[src/source/mem_pkg.sv]
// Memory widths and arbiter requester slots
// Addresses are word addresses, the RAM decodes only the low bits
package mem_pkg;

	// --------------------
	// Widths
	localparam int DATA_W = 32;
	localparam int ADDR_W = 32;

	// --------------------
	// Arbiter requesters
	localparam int NUM_REQ = 3;

	// Host always wins
	localparam int REQ_HOST = 0;

	// Engines share the rest round-robin
	localparam int REQ_MOVER  = 1;
	localparam int REQ_FILLER = 2;

endpackage
[src/source/mem_arbiter.sv]
`timescale 1ns/1ps
// Host has strict priority, mover and filler alternate when both request
// Grant is combinational; rvalid_id marks read data one cycle after the grant
module mem_arbiter #(
	parameter int RAM_DEPTH_LOG2 = 8
) (
	input  logic                                              clk,
	input  logic                                              rst_n,
	input  logic [mem_pkg::NUM_REQ-1:0]                       req,
	input  logic [mem_pkg::NUM_REQ-1:0]                       we,
	input  logic [mem_pkg::NUM_REQ-1:0][mem_pkg::ADDR_W-1:0]  addr,
	input  logic [mem_pkg::NUM_REQ-1:0][mem_pkg::DATA_W-1:0]  wdata,
	output logic [mem_pkg::NUM_REQ-1:0]                       gnt,
	output logic                                              ram_en,
	output logic                                              ram_we,
	output logic [RAM_DEPTH_LOG2-1:0]                         ram_addr,
	output logic [mem_pkg::DATA_W-1:0]                        ram_wdata,
	output logic [mem_pkg::NUM_REQ-1:0]                       rvalid_id
);

	import mem_pkg::*;

	// Set when the mover won the last engine grant
	logic last_mover;

	// --------------------
	// Grant
	always_comb
	begin
		gnt = '0;
		if (req[REQ_HOST])
			gnt[REQ_HOST] = 1'b1;
		else if (req[REQ_MOVER] && req[REQ_FILLER])
		begin
			if (last_mover)
				gnt[REQ_FILLER] = 1'b1;
			else
				gnt[REQ_MOVER] = 1'b1;
		end
		else if (req[REQ_MOVER])
			gnt[REQ_MOVER] = 1'b1;
		else if (req[REQ_FILLER])
			gnt[REQ_FILLER] = 1'b1;
	end

	// --------------------
	// Winner to the RAM
	assign ram_en = |gnt;

	always_comb
	begin
		ram_we    = 1'b0;
		ram_addr  = '0;
		ram_wdata = '0;
		for (int i = 0; i < NUM_REQ; i++)
		begin
			if (gnt[i])
			begin
				ram_we    = we[i];
				ram_addr  = addr[i][RAM_DEPTH_LOG2-1:0];
				ram_wdata = wdata[i];
			end
		end
	end

	// Round-robin state and read return tag
	always_ff @(posedge clk or negedge rst_n)
	begin
		if (!rst_n)
		begin
			last_mover <= 1'b0;
			rvalid_id  <= '0;
		end
		else
		begin
			if (gnt[REQ_MOVER])
				last_mover <= 1'b1;
			else if (gnt[REQ_FILLER])
				last_mover <= 1'b0;
			rvalid_id <= gnt & ~we;
		end
	end

endmodule

[config.mk]
export PLATFORM = sky130hd
export DESIGN_NAME = mem_arbiter
export DESIGN_NICKNAME = d
export VERILOG_FILES = /design/src/source/mem_pkg.sv /design/src/source/mem_arbiter.sv
export SDC_FILE = /design/constraint.sdc
export NUM_CORES = 1
export LEC_CHECK = 0
export BUFFER_PORTS_ARGS = -buffer_cell sky130_fd_sc_hd__buf_2
export CORE_AREA = 3 3 96 98
export CTS_CLUSTER_SIZE = 28
export DETAILED_ROUTE_END_ITERATION = 8
export DIE_AREA = 0 0 99 101
export PLACE_DENSITY = 0.52
export SYNTH_ARGS = -nofsm -noshare
export SYNTH_HDL_FRONTEND = slang
export SYNTH_SLANG_ARGS = --single-unit
export TNS_END_PERCENT = 50
[constraint.sdc]
create_clock -name clk -period 1.7 [get_ports clk]
set_clock_uncertainty 0.15 [all_clocks]
set_input_delay 0.34 -clock clk [delete_from_list [all_inputs] [get_ports clk]]
set_output_delay 0.34 -clock clk [all_outputs]
set_load 0.05 [all_outputs]
==> run metrics, run 1 <==
R2R Path End=rvalid_id[1]; Leak Pwr=1.25 nW; final period utilization=122%; kind of end point of the critical path=output pin; grt ovf=0; Reg2Reg Setup Slack=around 0.42 ns; TritonCTS Buffers=3; crit path kind=reg -> out; layout cells sized above 1=77.6%; CTS tree=built; Syn. warnings=0; RSZ-0062 raised after global routing=true; final hold vios=0; Worst Slack Setup Final=-0.375 ns; Worst Path Arrival=1.58 ns; Final Critical Period=2.07 ns; Avg WL per Cell=12.8 um; Initial Util=11.3%; fin nets=492; num rows=34; setup violators final=43; Port Buffers=~180; drc violations=0; Root Buffer=clkbuf_8; most common cell after layout, fill and taps aside=buf_2; Vias=1670; post-CTS setup buffers=0; DRT antenna net count=0; Die Height=approximately 100 um; area of the multi-input gates=832 um2; Critical Path Sink=ram_wdata[11]; Finished Layout Cells=398; status=finished with violations; CORE AREA=8550 um2; cell count after synthesis=112; average size of a mapped cell=about 8.6 um2; crit start category=flip-flop; io pins=approximately 250; Distinct cells, synth=19; Final Max Slew Viols=0; clk_lat worst skew=approximately 0.22 ns; Layout fillers=just over 900; critical path fanouts, max=20; Pre-antenna DRT Iters=4; Die Span X=99 um; most frequent cells in the layout=buf_2, and2_1, buf_6, a221o_2, a221o_1; drt via density=4.20; CTS Buffer Depth=2; WP data required=1.21 ns; die area=between 9000 and 10000 um2; Worst R2R Path Depth=4; failing checks=negative setup slack; Worst-path clk slew=0.03 ns; largest net degree at the start of global routing=26; first-pass GRT wire length=7690 um; vias in the first global route=between 1500 and 2000; synth-to-layout area growth=153%; post-synthesis sequential area ratio=10.4%; DP Wirelength=3960 um; placed cells=393; flip-flop and latch count after synthesis=4; worst hold-check path type=in -> reg; Slew Limit Headroom=83.5%; Max-Cap Viols=0; clock sinks=4; FF-to-FF Start=last_mover; Worst-Margin Slew=0.248 ns; Reg area=100 um2; post-synthesis cell area=966 um2; CTS HTree Levels=1; Setup crit start=last_mover; Antenna Cells=0; syn_nets=312; GPL Wtd Cong=0.669; final WL=5080 um; pwr dens=578 nW/um2; peak supply drop=0.227 mV; Post-Route Setup TNS=-14.46 ns; initial antenna violation count=0; fmax=0.482 GHz; 1st-iter DRT viols=42; overall routing resource usage=under 10%
## registers in the layout, indices dropped and copies added (netlist names)
| register | cells |
|---|---|
| rvalid_id | 3 |
| last_mover | 1 |
## routing by layer
metal / track usage [%] / share of wire (%) / wire (um)
met1: 10.2 / 37 / 1860
met5: 0 / 0 / 0
met2: 18.0 / 52 / 2620
met4: 1.26 / 0.87 / 44
met3: 2.35 / 11 / 553
## kinds of logic (layout without fill, tap and decap cells)
kind of cell,count (synthesis),count (layout),share of synthesized area (%)
compound gates,43,43,44.3
buf+inv,14,192,11.5
flops,4,4,10.4
simple gates,51,51,33.8
## worst min-delay path by stage
stage	slack, ns	startpoint	endpoint	cells after the start
after global placement	-0.002	rst_n	last_mover	1
final	0.14	we[0]	rvalid_id[0]	2
after detailed placement	-0.001	rst_n	last_mover	1
after global routing	0.14	we[1]	rvalid_id[1]	2
after floorplan	-0.11	rst_n	last_mover	0
after CTS	0.14	we[1]	rvalid_id[1]	2
## report_power, final
group	leakage [nW]	switching, mW	internal (mW)
clock	0.0216	0.0496	0.151
sequential	0.0522	0.00274	0.104
combinational	1.17	0.618	0.490
total	1.25	0.670	0.744
## timing repair
item,in CTS,in global routing
hold endpoints to repair,4,0
pin swaps,0,0
gates cloned,0,1
setup endpoints to repair,43,44
gates resized for setup,86,1
hold buffers,1,0
## critical path, stage by stage (launching register included)
cell,delay (ns)
dfrtp_1,0.36
and2b_4,0.26
nor2_4,0.06
buf_12,0.15
a221o_2,0.35
buf_6,0.16
## synthesized netlist by cell type
cell type	number	share of area [%]
nor3b_1	1	0.78
and2b_4	1	1.0
inv_1	1	0.39
nand2_1	1	0.39
a221o_1	40	41
a21oi_4	1	1.7
o22ai_1	1	0.65
nor3_1	2	1.0
nor2b_1	2	1.3
and2_1	40	26
o21ai_1	1	0.52
buf_2	2	1.0
buf_4	3	2.3
clkbuf_1	2	0.78
buf_6	6	7.0
dfrtp_1	4	10
nor2_4	1	1.2
nand2b_2	2	1.8
nor2_1	1	0.39
## per-stage QoR
step | total power, mW | hold slack [ns] | setup WS (ns) | instance area [um2] | util (%)
2_1_floorplan | 0.767 | -0.106 | -0.142 | 1050 | -
3_3_place_gp | 1.05 | -0.00249 | -0.257 | 2090 | 24.5
3_5_place_dp | 1.06 | -0.00109 | -0.262 | 2090 | 24.5
4_1_cts | 1.41 | 0.138 | -0.364 | 2420 | 28.3
5_1_grt | 1.49 | 0.141 | -0.415 | 2450 | 28.6
6_report | 1.41 | 0.140 | -0.375 | 2450 | 28.6
## cell type report
cell class | count | area share [%]
flip-flops and latches | 4 | 4.09
repair buffers | 188 | 54.5
inverters | 1 | 0.153
clock buffers | 3 | 1.69
multi-input cells | 94 | 34.0
well taps | 108 | 5.52
Power figures use the tool's default switching activity.
==> inputs of run 2 (changes only) <==
--- a/config.mk
+++ b/config.mk
@@ -11,6 +11,7 @@
 export DETAILED_ROUTE_END_ITERATION = 8
 export DIE_AREA = 0 0 99 101
 export PLACE_DENSITY = 0.52
+export SETUP_SLACK_MARGIN = 0.5
 export SYNTH_ARGS = -nofsm -noshare
 export SYNTH_HDL_FRONTEND = slang
 export SYNTH_SLANG_ARGS = --single-unit
==> run 2 against run 1 <==
  * The flow still finishes with violations (negative setup slack)
  * Critical path depth did not move
  * Power fell by 0.21%
  * Hold slack improved by 0.0059 ns
  * Register-to-register slack barely moved
  * Setup slack improved by 0.020 ns
  * Sequential power barely moved
  * Maximum frequency rose by 0.95%
  * Cell count did not move
  * Non-clock buffer count did not move
  * Wire length fell by 9.6%
  * Critical path type unchanged
  * Highest routed layer unchanged
==> run metrics, run 2 (synthesis gave the netlist of run 1 again) <==
die area=10000 um2 (unchanged); layout cells sized above 1=77.6% (unchanged); Clock power frac=13.9% (-0.3 points); drc violations=0 (unchanged); synth-to-layout area growth=157%; CTS Buffer Depth=2 (unchanged); GPL Wtd Cong=0.711 (+6.3%); Setup crit start=last_mover; cell class contributing the biggest share of worst-path delay=flip-flops; pwr dens=568 nW/um2 (-1.8%); Worst Slack Setup Final=-0.355 ns (+0.0195 ns); final WL=4590 um (-9.6%); Worst-Margin Slew=0.248 ns (+0.000152 ns); CTS tree=built; CTS HTree Levels=1 (unchanged); FF-to-FF Start=last_mover; crit start category=flip-flop; Pre-antenna DRT Iters=3 (-1); Reg2Reg Setup Slack=0.42 ns (about the same); DP Worst Slack=-0.322 ns (-0.0603 ns); failing checks=negative setup slack; switching power=0.661 mW (-1.4%); R2R Path End=rvalid_id[1]; fin nets=492 (unchanged); Post-Route Setup TNS=-13.70 ns (+0.766 ns); Layout fillers=906 (-0.44%); final period utilization=121% (-1.1 points); most frequent cells in the layout=buf_2, buf_6, and2_1, a221o_2, a221o_1; Logic pwr share=78.4% (about the same); grt ovf=0 (unchanged); Final Max Slew Viols=0 (unchanged); Worst-path clk slew=0.03 ns (about the same); first-pass GRT wire length=6930 um (-9.9%); max reg flops=3 (unchanged); peak supply drop=0.202 mV (-11%); CORE AREA=8550 um2 (unchanged); DP Wirelength=3840 um (-3.1%); sw frac=46.8% (-0.57 points); status=finished with violations; clock sinks=4 (unchanged); most common cell after layout, fill and taps aside=buf_2; Vias=1642 (-1.7%); Die Span X=99 um (unchanged); CP max stage cell=dfrtp_1; Leak Pwr=1.26 nW (+1.0%); Avg WL per Cell=11.5 um (-9.6%); Root Buffer=clkbuf_8; largest net degree at the start of global routing=29 (+12%); Int Pwr=0.751 mW (+0.87%); Hold Crit Start=we[1]; end of the worst hold path=rvalid_id[1]; RSZ-0062 raised after global routing=true; Seq pwr share=7.6% (about the same); crit path kind=reg -> out; Final Critical Period=2.06 ns (-0.0195 ns); final hold vios=0 (unchanged); WP data required=1.21 ns (about the same); CP Depth=5 (unchanged); Port Buffers=175 (unchanged); worst hold-check path type=in -> reg; initial antenna violation count=0 (unchanged); Worst R2R Path Depth=4 (unchanged); sum of buffers and inverters on the critical path=2 (unchanged); DRT antenna net count=0 (unchanged); fmax=0.487 GHz (+0.95%); drt via density=4.13 (-1.7%); WHS Path Cells=2 (unchanged); Slew Limit Headroom=83.6% (+0.14 points); setup violators final=43 (unchanged); Die Height=101 um (unchanged); Reg with most FFs=rvalid_id; overall routing resource usage=8.14% (-1.1 points); critical path fanouts, max=22 (+10%); io pins=248 (unchanged); Regs by FF count=rvalid_id (3), last_mover (1); Max-Cap Viols=0 (unchanged); post-CTS setup buffers=0 (unchanged); Worst Path Arrival=1.57 ns (about the same); num rows=34 (unchanged); WHS=0.146 ns (+0.00588 ns); clk_lat worst skew=0.21 ns (about the same); Antenna Cells=0 (unchanged); vias in the first global route=1675 (-1.4%); CP cell instances=and2b_4, nor2_4, buf_12, a221o_4, buf_6; Initial Util=11.3% (unchanged); kind of end point of the critical path=output pin; 1st-iter DRT viols=38 (-9.5%); TritonCTS Buffers=3 (unchanged); Max stage delay on crit path=0.37 ns (about the same)
run 2: cell types whose count changed in the layout (fill, tap and decap cells not counted), sizes merged:
cell    change
clkbuf      -1
buf         +1
run 2: area by class of cell:
type / instances / area, um2 / share of cell area [%]
multi-input cells: 94 / 832 / 33.5
clock buffers: 3 / 41.3 / 1.66
flip-flops and latches: 4 / 100 / 4.03
well taps: 108 / 135 / 5.44
repair buffers: 188 / 1370 / 55.2
inverters: 1 / 3.75 / 0.151
run 2: worst max-delay path by stage:
stage,slack (ns),end
floorplan,-0.14,ram_wdata[10]
global placement,-0.32,ram_wdata[28]
detailed placement,-0.32,ram_wdata[28]
CTS,-0.36,ram_addr[1]
global route,-0.40,ram_addr[1]
finish,-0.36,ram_addr[1]
run 2: per-stage QoR:
step / power (mW) / util (%) / instances / cell area, um2
6_report: 1.41 / 29.1 / 398 / 2480
5_1_grt: 1.49 / 29.1 / 398 / 2480
4_1_cts: 1.43 / 29.1 / 398 / 2480
3_5_place_dp: 1.06 / 24.6 / 394 / 2100
3_3_place_gp: 1.05 / 24.6 / 394 / 2100
2_1_floorplan: 0.767 / - / 112 / 1050
run 2: layer usage:
| layer | vias to the layer above | track usage (%) | share of wire (%) |
|---|---|---|---|
| met2 | 113 | 16.4 | 53 |
| met1 | 720 | 8.25 | 33 |
| met5 | - | 0 | 0 |
| met3 | 2 | 2.91 | 14 |
| li1 | 807 | - | - |
| met4 | 0 | 0.630 | 0.26 |
run 2: timing repair:
item                                   in CTS  in global routing
hold buffers                                1                  0
setup endpoints to repair                  49                 49
gates resized for setup                   103                  0
endpoints found under the hold margin       4                  0
run 2: power groups by stage:
| stage | clock (mW) | sequential, mW | combinational [mW] |
|---|---|---|---|
| after global routing | 0.213 | 0.109 | 1.16 |
| final | 0.197 | 0.108 | 1.11 |
| after global placement | 0 | 0.108 | 0.942 |
| after CTS | 0.202 | 0.108 | 1.12 |
| after floorplan | 0 | 0.123 | 0.643 |
| after detailed placement | 0 | 0.108 | 0.947 |
