===== src/source/mem_pkg.sv =====
// Memory widths and arbiter requester slots
// Addresses are word addresses, the RAM decodes only the low bits
package mem_pkg;

	// --------------------
	// Widths
	localparam int DATA_W = 32;
	localparam int ADDR_W = 32;

	// --------------------
	// Arbiter requesters
	localparam int NUM_REQ = 3;

	// Host always wins
	localparam int REQ_HOST = 0;

	// Engines share the rest round-robin
	localparam int REQ_MOVER  = 1;
	localparam int REQ_FILLER = 2;

endpackage

===== src/source/string_pkg.sv =====
// String command encodings. Every element is one 32-bit word, addresses ascend
// Refers to mem_pkg by scoped names, so mem_pkg compiles first
package string_pkg;

	// Element count width
	localparam int CNT_W = 14;

	// --------------------
	// Opcodes
	typedef enum logic [1:0] {
		OP_NOP  = 2'd0,
		OP_MOVS = 2'd1,
		OP_STOS = 2'd2
	} str_op_t;

	// REP MOVS view of the command word
	typedef struct packed {
		str_op_t                   op;
		logic [CNT_W-1:0]          count;
		logic [mem_pkg::ADDR_W-1:0] src;
		logic [mem_pkg::ADDR_W-1:0] dst;
	} movs_view_t;

	// REP STOS view, fill value sits where MOVS keeps its source
	typedef struct packed {
		str_op_t                   op;
		logic [CNT_W-1:0]          count;
		logic [mem_pkg::DATA_W-1:0] fill;
		logic [mem_pkg::ADDR_W-1:0] dst;
	} stos_view_t;

	// --------------------
	// 80-bit command word
	// op, count and dst line up in both views
	typedef union packed {
		movs_view_t movs;
		stos_view_t stos;
	} str_cmd_t;

endpackage


===== src/source/string_filler.sv =====
`timescale 1ns/1ps
// REP STOS engine, writes the fill word to ascending destination words
// Writes go back to back whenever the arbiter grants
module string_filler (
	input  logic                       clk,
	input  logic                       rst_n,
	input  logic                       start,
	input  string_pkg::str_cmd_t       cmd,
	input  logic                       gnt,
	output logic                       req,
	output logic                       we,
	output logic [mem_pkg::ADDR_W-1:0] addr,
	output logic [mem_pkg::DATA_W-1:0] wdata,
	output logic                       busy,
	output logic                       done
);

	import string_pkg::*;
	import mem_pkg::*;

	logic              writing;
	logic [ADDR_W-1:0] dst_q;
	logic [ADDR_W-1:0] dst_inc;
	logic [DATA_W-1:0] fill_q;
	logic [CNT_W-1:0]  cnt_q;
	logic [CNT_W-1:0]  cnt_next;
	logic [ADDR_W-1:0] cnt_cpl;
	logic [ADDR_W-1:0] cnt_cpl_inc;

	// --------------------
	// Steppers
	inc_by_1 u_dst_inc (.a(dst_q), .sum(dst_inc), .carry_out());

	assign cnt_cpl = {{(ADDR_W-CNT_W){1'b0}}, ~cnt_q};
	inc_by_1 u_cnt_inc (.a(cnt_cpl), .sum(cnt_cpl_inc), .carry_out());
	assign cnt_next = ~cnt_cpl_inc[CNT_W-1:0];

	// Always a write request while active
	assign req   = writing;
	assign we    = writing;
	assign addr  = dst_q;
	assign wdata = fill_q;

	// --------------------
	// Idle / write states
	always_ff @(posedge clk or negedge rst_n)
	begin
		if (!rst_n)
		begin
			writing <= 1'b0;
			cnt_q   <= '0;
			busy    <= 1'b0;
			done    <= 1'b0;
		end
		else
		begin
			done <= 1'b0;
			if (!writing && start)
			begin
				cnt_q <= cmd.stos.count;
				if (cmd.stos.count == '0)
					done <= 1'b1;
				else
				begin
					busy    <= 1'b1;
					writing <= 1'b1;
				end
			end
			else if (writing && gnt)
			begin
				cnt_q <= cnt_next;
				if (cnt_next == '0)
				begin
					busy    <= 1'b0;
					done    <= 1'b1;
					writing <= 1'b0;
				end
			end
		end
	end

	always_ff @(posedge clk)
	begin
		if (!writing && start)
		begin
			dst_q  <= cmd.stos.dst;
			fill_q <= cmd.stos.fill;
		end
		else if (writing && gnt)
			dst_q <= dst_inc;
	end

endmodule


===== src/source/inc_by_1.sv =====
`timescale 1ns/1ps
// Fixed 32-bit increment, purely combinational
// sum wraps to zero when a is all ones, carry_out flags that case
module inc_by_1 (
	input  logic [mem_pkg::ADDR_W-1:0] a,
	output logic [mem_pkg::ADDR_W-1:0] sum,
	output logic                       carry_out
);

	// AND of each 4-bit group
	logic [7:0]  grp_all;
	// AND of the lower groups inside the same 16-bit half
	logic [7:0]  grp_pre;
	// AND of the lower bits inside the same group
	logic [31:0] in_grp;
	logic        lo_half_all;
	logic        hi_half_all;
	// Carry into each bit
	logic [31:0] carry_in;

	genvar g, b;

	// --------------------
	// Group level
	generate
		for (g = 0; g < 8; g = g + 1)
		begin : gen_group
			assign grp_all[g] = &a[4*g +: 4];
			if (g % 4 == 0)
			begin : gen_pre_first
				assign grp_pre[g] = 1'b1;
			end
			else
			begin : gen_pre_rest
				assign grp_pre[g] = &grp_all[g-1 -: (g % 4)];
			end
		end
	endgenerate

	assign lo_half_all = &grp_all[3:0];
	assign hi_half_all = &grp_all[7:4];

	// --------------------
	// Bit level
	generate
		for (b = 0; b < 32; b = b + 1)
		begin : gen_bit
			if (b % 4 == 0)
			begin : gen_in_first
				assign in_grp[b] = 1'b1;
			end
			else
			begin : gen_in_rest
				assign in_grp[b] = &a[b-1 -: (b % 4)];
			end
			// Upper half also needs the whole lower half set
			if (b < 16)
			begin : gen_lo
				assign carry_in[b] = in_grp[b] & grp_pre[b/4];
			end
			else
			begin : gen_hi
				assign carry_in[b] = in_grp[b] & grp_pre[b/4] & lo_half_all;
			end
		end
	endgenerate

	assign sum       = a ^ carry_in;
	assign carry_out = lo_half_all & hi_half_all;

endmodule


===== config.mk =====
export PLATFORM = sky130hd
export DESIGN_NAME = string_filler
export DESIGN_NICKNAME = d
export VERILOG_FILES = /design/src/source/mem_pkg.sv /design/src/source/string_pkg.sv /design/src/source/string_filler.sv /design/src/source/inc_by_1.sv
export SDC_FILE = /design/constraint.sdc
export NUM_CORES = 1
export LEC_CHECK = 0
export BUFFER_PORTS_ARGS = -buffer_cell sky130_fd_sc_hd__buf_2
export CORE_ASPECT_RATIO = 0.8
export CORE_MARGIN = 4
export CORE_UTILIZATION = 50
export DETAILED_ROUTE_END_ITERATION = 7
export PLACE_DENSITY = 0.81
export SKIP_LAST_GASP = 1
export SLEW_MARGIN = 0
export SYNTH_ARGS = -nofsm -noshare
export SYNTH_HDL_FRONTEND = slang
export SYNTH_SLANG_ARGS = --single-unit

===== constraint.sdc =====
create_clock -name clk -period 5.38 [get_ports clk]
set_input_delay 0.807 -clock clk [delete_from_list [all_inputs] [get_ports clk]]
set_output_delay 0.807 -clock clk [all_outputs]
set_load 0.02 [all_outputs]

==> results of run 1 <==
cells by family after synthesis:
group           Yosys count  synth area share [%]
flops                    80                 58.49
xor+xnor                 13                 2.868
buf+inv                  31                 3.561
simple gates            141                 19.51
compound gates           71                 11.79
fa+ha+maj                12                 3.782
state kept, by name (all words and copies together), names as in the netlist:
name / cells
addr: 32
cnt_q: 14
done: 1
req: 1
wdata: 32
report_power, final:
| group | switching (uW) | total, uW | internal [uW] | leakage [uW] |
|---|---|---|---|---|
| Sequential | 150 | 1030 | 877 | 0.000801 |
| Clock | 234 | 453 | 219 | 0.000101 |
| Combinational | 495 | 793 | 298 | 0.00120 |
final cells by class:
| type | instances | area [sq um] |
|---|---|---|
| inverter | 14 | 52.55 |
| tap | 105 | 131.4 |
| clock inverter | 7 | 77.57 |
| clock buffer | 9 | 123.9 |
| timing repair buffer | 152 | 768.2 |
| sequential | 80 | 2322 |
| multi-input combinational | 237 | 1506 |
| fill | 632 | 2585 |
per-layer routing:
layer	GRT usage, %	part of all wire (%)	vias to the layer above
met5	0	0	-
li1	-	-	1621
met1	25.76	39	1590
met2	35.44	50	141
met3	6.264	9.3	14
met4	6.307	1.3	0
worst paths after layout:
check / from / endpoint / slack, ns
worst max-delay path: cnt_q[0]$_DFFE_PN0P_ / req$_DFFE_PN0P_ / 2.67
worst min-delay path: rst_n / cnt_q[5]$_DFFE_PN0P_ / 0.36
worst max register to register: cnt_q[0]$_DFFE_PN0P_ / req$_DFFE_PN0P_ / 2.67
min in group clk: cnt_q[12]$_DFFE_PN0P_ / cnt_q[12]$_DFFE_PN0P_ / 0.54
worst min register to register: cnt_q[12]$_DFFE_PN0P_ / cnt_q[12]$_DFFE_PN0P_ / 0.54
max in group asynchronous: rst_n / cnt_q[2]$_DFFE_PN0P_ / 4.75
critical path: cells and delay by family, from the launching register on:
family,cells,cell delay [ns]
AOI/OAI and AO/OA,2,0.43
xor gates and xnor gates,1,0.10
adders and majority gates,2,0.41
buffers and inverters,1,0.08
DFF,1,0.42
and+or+nand+nor,5,1.17
cells in the final DEF (no fill, tap or decap), types with 9 or more instances in the layout:
cell / instances
dfrtp_1: 16
clkbuf_8: 9
ha_1: 12
a31oi_1: 15
o21ai_0: 21
inv_1: 12
edfxtp_1: 64
or4_1: 10
nor2_1: 23
buf_2: 149
o31ai_1: 10
nand3_1: 9
nand2_1: 50
metrics by stage:
stage | hold WS (ns) | utilization [%]
final | 0.3567 | 65.84
after global routing | 0.3647 | 65.84
after CTS | 0.3513 | 65.84
after detailed placement | 0.5297 | 63.18
after global placement | 0.5279 | 63.18
after floorplan | 0.5049 | -
==> qor.csv, run 1 <==
metric;value;unit
cts_tree;yes;
wire_per_inst;16.16;microns
dr.pass1.iters;4;
grt_max_degree;76;
required;5.63;ns
clock_sink_count;80;
ys_seq_area_share;58.49;%
h-tree-depth;3;
cts.clk_slew.worst_paths;0.09;ns
die_height;87.70;microns
fmax;369.7;MHz
synth-seq-cells;80;
yosysMostFrequentCell;edfxtp_1;
cts.repair.resized;0;
crit_path_cell_trace;inv_1 > ha_1 > or3b_4 > nor4_4 > nand2_1 > nor3_1 > ha_1 > xor2_1 > nor3_1 > o2111ai_1 > a22o_1;
crit_arrival;2.95;ns
dpl-instance-area;0.004781;sq mm
num_vias;3366;
num_rows;28;
netlist_instances;348;
slew_viol_final;0;
clock_path_buffers;2;
synth_edf_count;64;
netlist_top_cells_area;edfxtp_1 (48%), dfrtp_1 (10%), nand2_1 (4.7%);
ir_drop;232.3;uV
grt_pass1_vias;3362;
drc;0;
track_usage;20.78;%
fin_nets;590;
setup_viol;0;
cts_hold_buf;0;
syn_area;0.003970;sq mm
worstSkewPairLatency;0.35;ns
finalCritPeriodShare;50.28;%
pin_count;152;
portBuffers;149;
yosysWarnings;0;
crit_fanout;6;
gp_congestion;0.8755;
min_period;2.705;ns
die_area;0.009439;sq mm
cap_violations;0;
ctsRootBufferMaster;clkbuf_8;
finish.instance_area;0.004982;sq mm
slew_headroom;46.02;%
critPathSlowestCell;dfrtp_1;
tightest_slew;0.8097;ns
dp_cells;588;
powerDensity;456.4;mW/mm^2
hp-class;in -> async;
grt_pass1_wl;15530;microns
status;completed;
n_antenna_cell;0;
drive_gt1_share;36.07;%
grt.overflow.total;0;
syn_nets;444;
fin_ws;2.675;ns
rsz0062_at_grt;false;
critPathCaptureType;flop;
ys.flop_type;edfxtp_1;
async_flop_share;20.00;%
fin_cells;604;
syn_avg_cell_area;11.41;sq um
power_leakage;0.002100;uW
die_x;107.6;microns
r2r_cells;11;
critPathLaunchType;flop;
final_antenna_net_count;0;
start_util;52.46;%
synth_common_cells;edfxtp_1 (64), nand2_1 (50), nor2_1 (23);
antenna_found_initial;0;
slowest_delay;0.42;ns
postCtsSetupBuffers;0;
dpl.hpwl;7128;microns
cts_buffers;9;
wl;9760;microns
critPathKind;reg -> reg;
power;2274;uW
finalClockSkew;0.009976;ns
hold_viol;0;
dpl_worst_slack;2.675;ns
yosysTopAreaCellShare;48.41;%
syn2layout_area_growth;25.50;%
yosysTopAreaCell;edfxtp_1;
ys_types;46;
core-area;0.007567;sq mm
setup_tns;0;ns
viasPerCell;5.573;
drt_iter0_drc;174;
(Power assumes the default switching activity.)
==> inputs of run 2 (changes only) <==
--- a/config.mk
+++ b/config.mk
@@ -8,9 +8,9 @@
 export BUFFER_PORTS_ARGS = -buffer_cell sky130_fd_sc_hd__buf_2
 export CORE_ASPECT_RATIO = 0.8
 export CORE_MARGIN = 4
-export CORE_UTILIZATION = 50
+export CORE_UTILIZATION = 44
 export DETAILED_ROUTE_END_ITERATION = 7
-export PLACE_DENSITY = 0.81
+export PLACE_DENSITY = 0.76
 export SKIP_LAST_GASP = 1
 export SLEW_MARGIN = 0
 export SYNTH_ARGS = -nofsm -noshare
==> constraint.sdc (replaced) <==
create_clock -name clk -period 2.45 [get_ports clk]
set_input_delay 0.3675 -clock clk [delete_from_list [all_inputs] [get_ports clk]]
set_output_delay 0.3675 -clock clk [all_outputs]
set_load 0.02 [all_outputs]
==> run 2 against run 1 <==
Power is 140% higher; worst hold slack got worse by 0.15 ns; clock-buffer cell count unchanged; utilization down 5.8 points; non-clock buffer count rose by 9; highest routed layer unchanged; sequential share of layout area decreased by 1.8 points; critical endpoint unchanged; final area increased by 4.0%; clock power grew to 2.8 times the previous value; sequential power increased by 120%; setup slack got worse by 2.6 ns.
==> qor.csv, run 2 (synthesis results as in run 1) <==
metric;value;unit;change
status;completed;;unchanged
num_rows;30;;was 28
pin_count;152;;unchanged
die_height;92.96;microns;was 87.70 microns
slowest_delay;0.40;ns;was 0.42 ns
grt_pass1_wl;16240;microns;was 15530 microns
swShare;37.93;%;was 38.65%
wire_per_inst;16.56;microns;was 16.16 microns
critPathKind;reg -> reg;;unchanged
p_clk_share;23.5;%;was 19.9%
powerDensity;1042;mW/mm^2;was 456.4 mW/mm^2
final_antenna_net_count;0;;unchanged
worst-r2r-setup-slack;0.03;ns;was 2.67 ns
drc;0;;unchanged
wl;10270;microns;was 9760 microns
finalCritPeriodShare;98.73;%;was 50.28%
seq_area;0.002322;sq mm;unchanged
hold_viol;0;;unchanged
worstSkewPairLatency;0.34;ns;was 0.35 ns
num_vias;3390;;was 3366
path_delay_family;simple AND/OR/NAND/NOR gates;;unchanged
dpl-instance-area;0.004842;sq mm;was 0.004781 sq mm
h-tree-depth;3;;unchanged
p_seq_share;41.8;%;was 45.2%
dpl.hpwl;7405;microns;was 7128 microns
crit_path_cell_trace;inv_1 > ha_1 > or3b_4 > nor4_4 > buf_4 > ha_1 > nand3_1 > nor4_2 > o2111ai_2 > a22o_1;;was inv_1 > ha_1 > or3b_4 > nor4_4 > nand2_1 > nor3_1 > ha_1 > xor2_1 > nor3_1 > o2111ai_1 > a22o_1
multi_input_area;0.001539;sq mm;was 0.001506 sq mm
r2r_cells;10;;was 11
crit_arrival;2.64;ns;was 2.95 ns
cpMostUsedCell;ha_1;;
drt_iter0_drc;221;;was 174
min_path_cells;1;;
timing.rr.start;cnt_q[0]$_DFFE_PN0P_;;unchanged
viasPerCell;5.468;;was 5.573
layout_commonest_cell;buf_2;;unchanged
portBuffers;149;;unchanged
internal-power;3353;uW;was 1395 uW
slew_viol_final;0;;unchanged
track_usage;19.43;%;was 20.78%
whs;0.2045;ns;was 0.3567 ns
critPathCaptureType;flop;;unchanged
die_x;114.2;microns;was 107.6 microns
crit_fanout;5;;was 6
critPathSlowestCell;or3b_4;;was dfrtp_1
start_util;45.99;%;was 52.46%
cts.clk_slew.worst_paths;0.07;ns;was 0.09 ns
cap_violations;0;;unchanged
rsz0062_at_grt;true;;was false
setup_viol;0;;unchanged
cp.buffers_inverters;2;;was 1
dp_cells;600;;was 588
dr.pass1.iters;5;;was 4
reg2reg_to;req$_DFFE_PN0P_;;unchanged
required;2.67;ns;was 5.63 ns
power_leakage;0.002187;uW;was 0.002100 uW
fmax;413.4;MHz;was 369.7 MHz
slew_headroom;59.02;%;was 46.02%
final_cell_mix;buf_2 (149), edfxtp_1 (64), nand2_1 (50), nor2_1 (23), o21ai_0 (21);;unchanged
finalClockSkew;0.01097;ns;was 0.009976 ns
die_area;0.01062;sq mm;was 0.009439 sq mm
tightest_slew;0.6133;ns;was 0.8097 ns
fin_nets;599;;was 590
finish.instance_area;0.005184;sq mm;was 0.004982 sq mm
syn2layout_area_growth;30.57;%;was 25.50%
ir_drop;555.6;uV;was 232.3 uV
antenna_found_initial;0;;unchanged
p_switching;2048;uW;was 878.9 uW
gp_congestion;0.9217;;was 0.8755
grt_pass1_vias;3289;;was 3362
whs_endpoint;wdata[30]$_DFFE_PP_;;
hp-class;in -> reg;;was in -> async
fill_cells;762;;was 632
n_antenna_cell;0;;unchanged
critPathLaunchType;flop;;unchanged
grt.overflow.total;0;;unchanged
grt_max_degree;49;;was 76
clock_sink_count;80;;unchanged
fin_cells;620;;was 604
min-delay-start;cmd[62];;
power;5401;uW;was 2274 uW
clock_path_buffers;2;;unchanged
ctsRootBufferMaster;clkbuf_16;;was clkbuf_8
min_period;2.419;ns;was 2.705 ns
drive_gt1_share;38.19;%;was 36.07%
p_comb_share;34.7;%;was 34.9%
cts_tree;yes;;unchanged
cts_buffers;9;;unchanged
core-area;0.008633;sq mm;was 0.007567 sq mm
-- run 2: cell count changes in the layout (fill, tap and decap cells not counted), sizes merged --
cell	change
buf	+8
bufinv	-1
clkinv	+1
dlygate4sd3	+1
-- run 2: how the worst max path moves through the flow --
stage | depth (start not counted) | end | startpoint
CTS | 11 | req$_DFFE_PN0P_ | cnt_q[0]$_DFFE_PN0P_
global placement | 11 | req$_DFFE_PN0P_ | cnt_q[0]$_DFFE_PN0P_
detailed placement | 11 | req$_DFFE_PN0P_ | cnt_q[0]$_DFFE_PN0P_
floorplan | 4 | wdata[0]$_DFFE_PP_ | req$_DFFE_PN0P_
global route | 10 | req$_DFFE_PN0P_ | cnt_q[0]$_DFFE_PN0P_
finish | 10 | req$_DFFE_PN0P_ | cnt_q[0]$_DFFE_PN0P_
-- run 2: layer usage --
| metal | track usage [%] | part of all wire [%] | vias to the layer above |
|---|---|---|---|
| met5 | 0 | 0 | - |
| met4 | 5.242 | 1.4 | 0 |
| met3 | 6.270 | 8.2 | 16 |
| met2 | 30.51 | 49 | 139 |
| met1 | 25.98 | 41 | 1590 |
| li1 | - | - | 1645 |
-- run 2: timing repair --
action / in CTS / in global routing
endpoints found under the hold margin: 16 / 0
setup endpoints to repair: 1 / 2
hold buffers: 1 / 0
pin swaps: 5 / 3
resized for setup: 2 / 4
buffers inserted: 3 / 0
-- run 2: layout make-up --
type                            count  share of cell area (%)
Sequential cell                    80                   44.80
Multi-Input combinational cell    237                   29.69
Timing Repair Buffer              161                   16.41
Clock buffer                        9                   4.345
Tap cell                          112                   2.703
Clock inverter                      7                   1.038
Inverter                           14                   1.014
-- run 2: metrics by stage --
stage,utilization (%),setup TNS (ns),worst slack [ns]
after floorplan,-,0,0.01636
after global placement,56.09,0,0.03225
after detailed placement,56.09,-0.08411,-0.08411
after CTS,59.78,0,0.01133
after global routing,60.04,-0.1258,-0.1258
final,60.04,0,0.03119
-- run 2: power groups by stage --
stage	clock [uW]	sequential [uW]	combinational, uW
after floorplan	0	2490	957
after global placement	0	2250	1760
after detailed placement	0	2270	1810
after CTS	1290	2250	1850
after global routing	1360	2310	2070
final	1270	2260	1870
==> inputs of run 3 (changes only) <==
==> constraint.sdc (replaced) <==
create_clock -name clk -period 2.1 [get_ports clk]
set_input_delay 0.315 -clock clk [delete_from_list [all_inputs] [get_ports clk]]
set_output_delay 0.315 -clock clk [all_outputs]
set_load 0.02 [all_outputs]
==> run 3 against run 2 <==
The run now ends with setup timing left; first-iteration DRC count decreased by 5.4%; via count is 3.9% higher; worst hold slack got worse by 0.049 ns; critical path type unchanged; largest power group unchanged; sequential share of layout area shrank 1.6 points; die area unchanged; cell count grew 2.9%.
==> qor.csv, run 3 (synthesis results as in run 1) <==
metric;value;unit;change
p_seq_share;39.7;%;was 41.8%
cpMostUsedCell;nand2_1;;was ha_1
ctsRootBufferMaster;clkbuf_16;;unchanged
critPathKind;reg -> reg;;unchanged
start_util;45.99;%;unchanged
setup_viol;4;;was 0
cts_tree;yes;;unchanged
power_leakage;0.002279;uW;was 0.002187 uW
cts.clk_slew.worst_paths;0.06;ns;was 0.07 ns
critPathLaunchType;flop;;unchanged
p_switching;2406;uW;was 2048 uW
syn2layout_area_growth;35.39;%;was 30.57%
fin_ws;-0.3354;ns;was 0.03119 ns
powerDensity;1225;mW/mm^2;was 1042 mW/mm^2
h-tree-depth;3;;unchanged
crit_path_cell_trace;inv_2 > ha_4 > or3b_4 > nor4_4 > nand2_1 > nor3_2 > ha_1 > nand2_1 > nor4_2 > o2111ai_2 > a22o_1;;was inv_1 > ha_1 > or3b_4 > nor4_4 > buf_4 > ha_1 > nand3_1 > nor4_2 > o2111ai_2 > a22o_1
drc;0;;unchanged
path_delay_family;simple AND/OR/NAND/NOR gates;;unchanged
gp_congestion;0.8541;;was 0.9217
min_period;2.435;ns;was 2.419 ns
p_comb_share;37.4;%;was 34.7%
worstSkewPairLatency;0.33;ns;was 0.34 ns
clock_sink_count;80;;unchanged
die_x;114.2;microns;unchanged
required;2.32;ns;was 2.67 ns
hold_viol;0;;unchanged
fmax;410.6;MHz;was 413.4 MHz
fin_util;62.26;%;was 60.04%
portBuffers;149;;unchanged
slew_viol_final;0;;unchanged
die_height;92.96;microns;unchanged
num_vias;3521;;was 3390
ir_drop;626.5;uV;was 555.6 uV
fin_nets;618;;was 599
cap_violations;0;;unchanged
antenna_found_initial;0;;unchanged
wl_met3;939;microns;was 845 microns
seq_area;0.002322;sq mm;unchanged
critPathSlowestCell;or3b_4;;unchanged
crit_fanout;2;;was 5
final_cell_mix;buf_2 (149), edfxtp_1 (64), nand2_1 (50), buf_4 (27), nor2_1 (23);;was buf_2 (149), edfxtp_1 (64), nand2_1 (50), nor2_1 (23), o21ai_0 (21)
tightest_slew;0.4494;ns;was 0.6133 ns
cp.buffers_inverters;1;;was 2
layout_commonest_cell;buf_2;;unchanged
drive_gt1_share;41.06;%;was 38.19%
setup_tns;-0.7213;ns;was 0 ns
drt_iter0_drc;209;;was 221
crit_arrival;2.65;ns;was 2.64 ns
track_usage;20.09;%;was 19.43%
wl;10740;microns;was 10270 microns
dpl_worst_slack;-0.4083;ns;was -0.08411 ns
dr_wl_met2;5199;microns;was 5056 microns
finalCritPeriodShare;116.0;%;was 98.73%
grt_pass1_wl;16870;microns;was 16240 microns
grt_max_degree;76;;was 49
num_rows;30;;unchanged
multi_input_area;0.001592;sq mm;was 0.001539 sq mm
drt-met1-wl;4422;microns;was 4217 microns
die_area;0.01062;sq mm;unchanged
n_antenna_cell;0;;unchanged
internal-power;4179;uW;was 3353 uW
grt.overflow.total;0;;unchanged
rsz0062_at_grt;true;;unchanged
final_antenna_net_count;0;;unchanged
grt_pass1_vias;3435;;was 3289
dpl.hpwl;7495;microns;was 7405 microns
pin_count;152;;unchanged
finalClockSkew;0.007989;ns;was 0.01097 ns
cts_buffers;9;;unchanged
swShare;36.54;%;was 37.93%
whs;0.1552;ns;was 0.2045 ns
clock_path_buffers;2;;unchanged
status;finished, violations left;;was completed
critPathCaptureType;flop;;unchanged
violations;setup timing;;
highest_layer;met4;;unchanged
core-area;0.008633;sq mm;unchanged
p_clk_share;22.9;%;was 23.5%
slowest_delay;0.39;ns;was 0.40 ns
dr.pass1.iters;5;;unchanged
fill_cells;724;;was 762
slew_headroom;70.04;%;was 59.02%
viasPerCell;5.519;;was 5.468
hp-class;in -> reg;;unchanged
wire_per_inst;16.83;microns;was 16.56 microns
run 3: routing by layer:
layer / GRT usage (%) / vias up
met2: 33.24 / 171
met4: 5.935 / 0
met3: 5.617 / 18
met5: 0 / -
met1: 25.71 / 1649
li1: - / 1683
run 3: cell type report:
type / count / share of cell area [%]
inverter: 14 / 0.9777
clock inverter: 4 / 0.8613
timing repair buffer: 179 / 18.41
clock buffer: 11 / 4.330
multi-input combinational: 238 / 29.61
tap: 112 / 2.607
sequential: 80 / 43.20
run 3: through the flow:
stage                     instances  instance area, sq um  total power, uW
after floorplan                 348                  3971             4014
after global placement          612                  4932             4790
after detailed placement        612                  4932             4892
after CTS                       631                  5281             6501
after global routing            638                  5375             6982
final                           638                  5375             6585
run 3: what timing repair did:
item                       CTS  global route
hold buffers                 1             0
setup buffers                3             8
hold endpoints to repair    16             0
gates resized for setup      9             8
setup endpoints to repair    4            14
cloned                       0             1
pin swaps                    3             6
run 3: path summary, 6_finish.rpt:
| check | depth (start not counted) | end | slack (ns) | from |
|---|---|---|---|---|
| worst max-delay path | 11 | req$_DFFE_PN0P_ | -0.34 | cnt_q[1]$_DFFE_PN0P_ |
| worst min-delay path | 1 | wdata[3]$_DFFE_PP_ | 0.16 | cmd[35] |
| worst max register to register | 11 | req$_DFFE_PN0P_ | -0.34 | cnt_q[1]$_DFFE_PN0P_ |
| worst min register to register | 2 | cnt_q[12]$_DFFE_PN0P_ | 0.53 | cnt_q[12]$_DFFE_PN0P_ |
| max in group asynchronous | 2 | cnt_q[3]$_DFFE_PN0P_ | 1.37 | rst_n |
| min in group asynchronous | 2 | cnt_q[10]$_DFFE_PN0P_ | 0.45 | rst_n |
run 3: power groups by stage:
stage | sequential [uW] | combinational, uW | clock (uW)
2_1_floorplan | 2900 | 1120 | 0
3_3_place_gp | 2600 | 2190 | 0
3_5_place_dp | 2610 | 2280 | 0
4_1_cts | 2600 | 2360 | 1540
5_1_grt | 2680 | 2710 | 1590
6_report | 2620 | 2460 | 1510
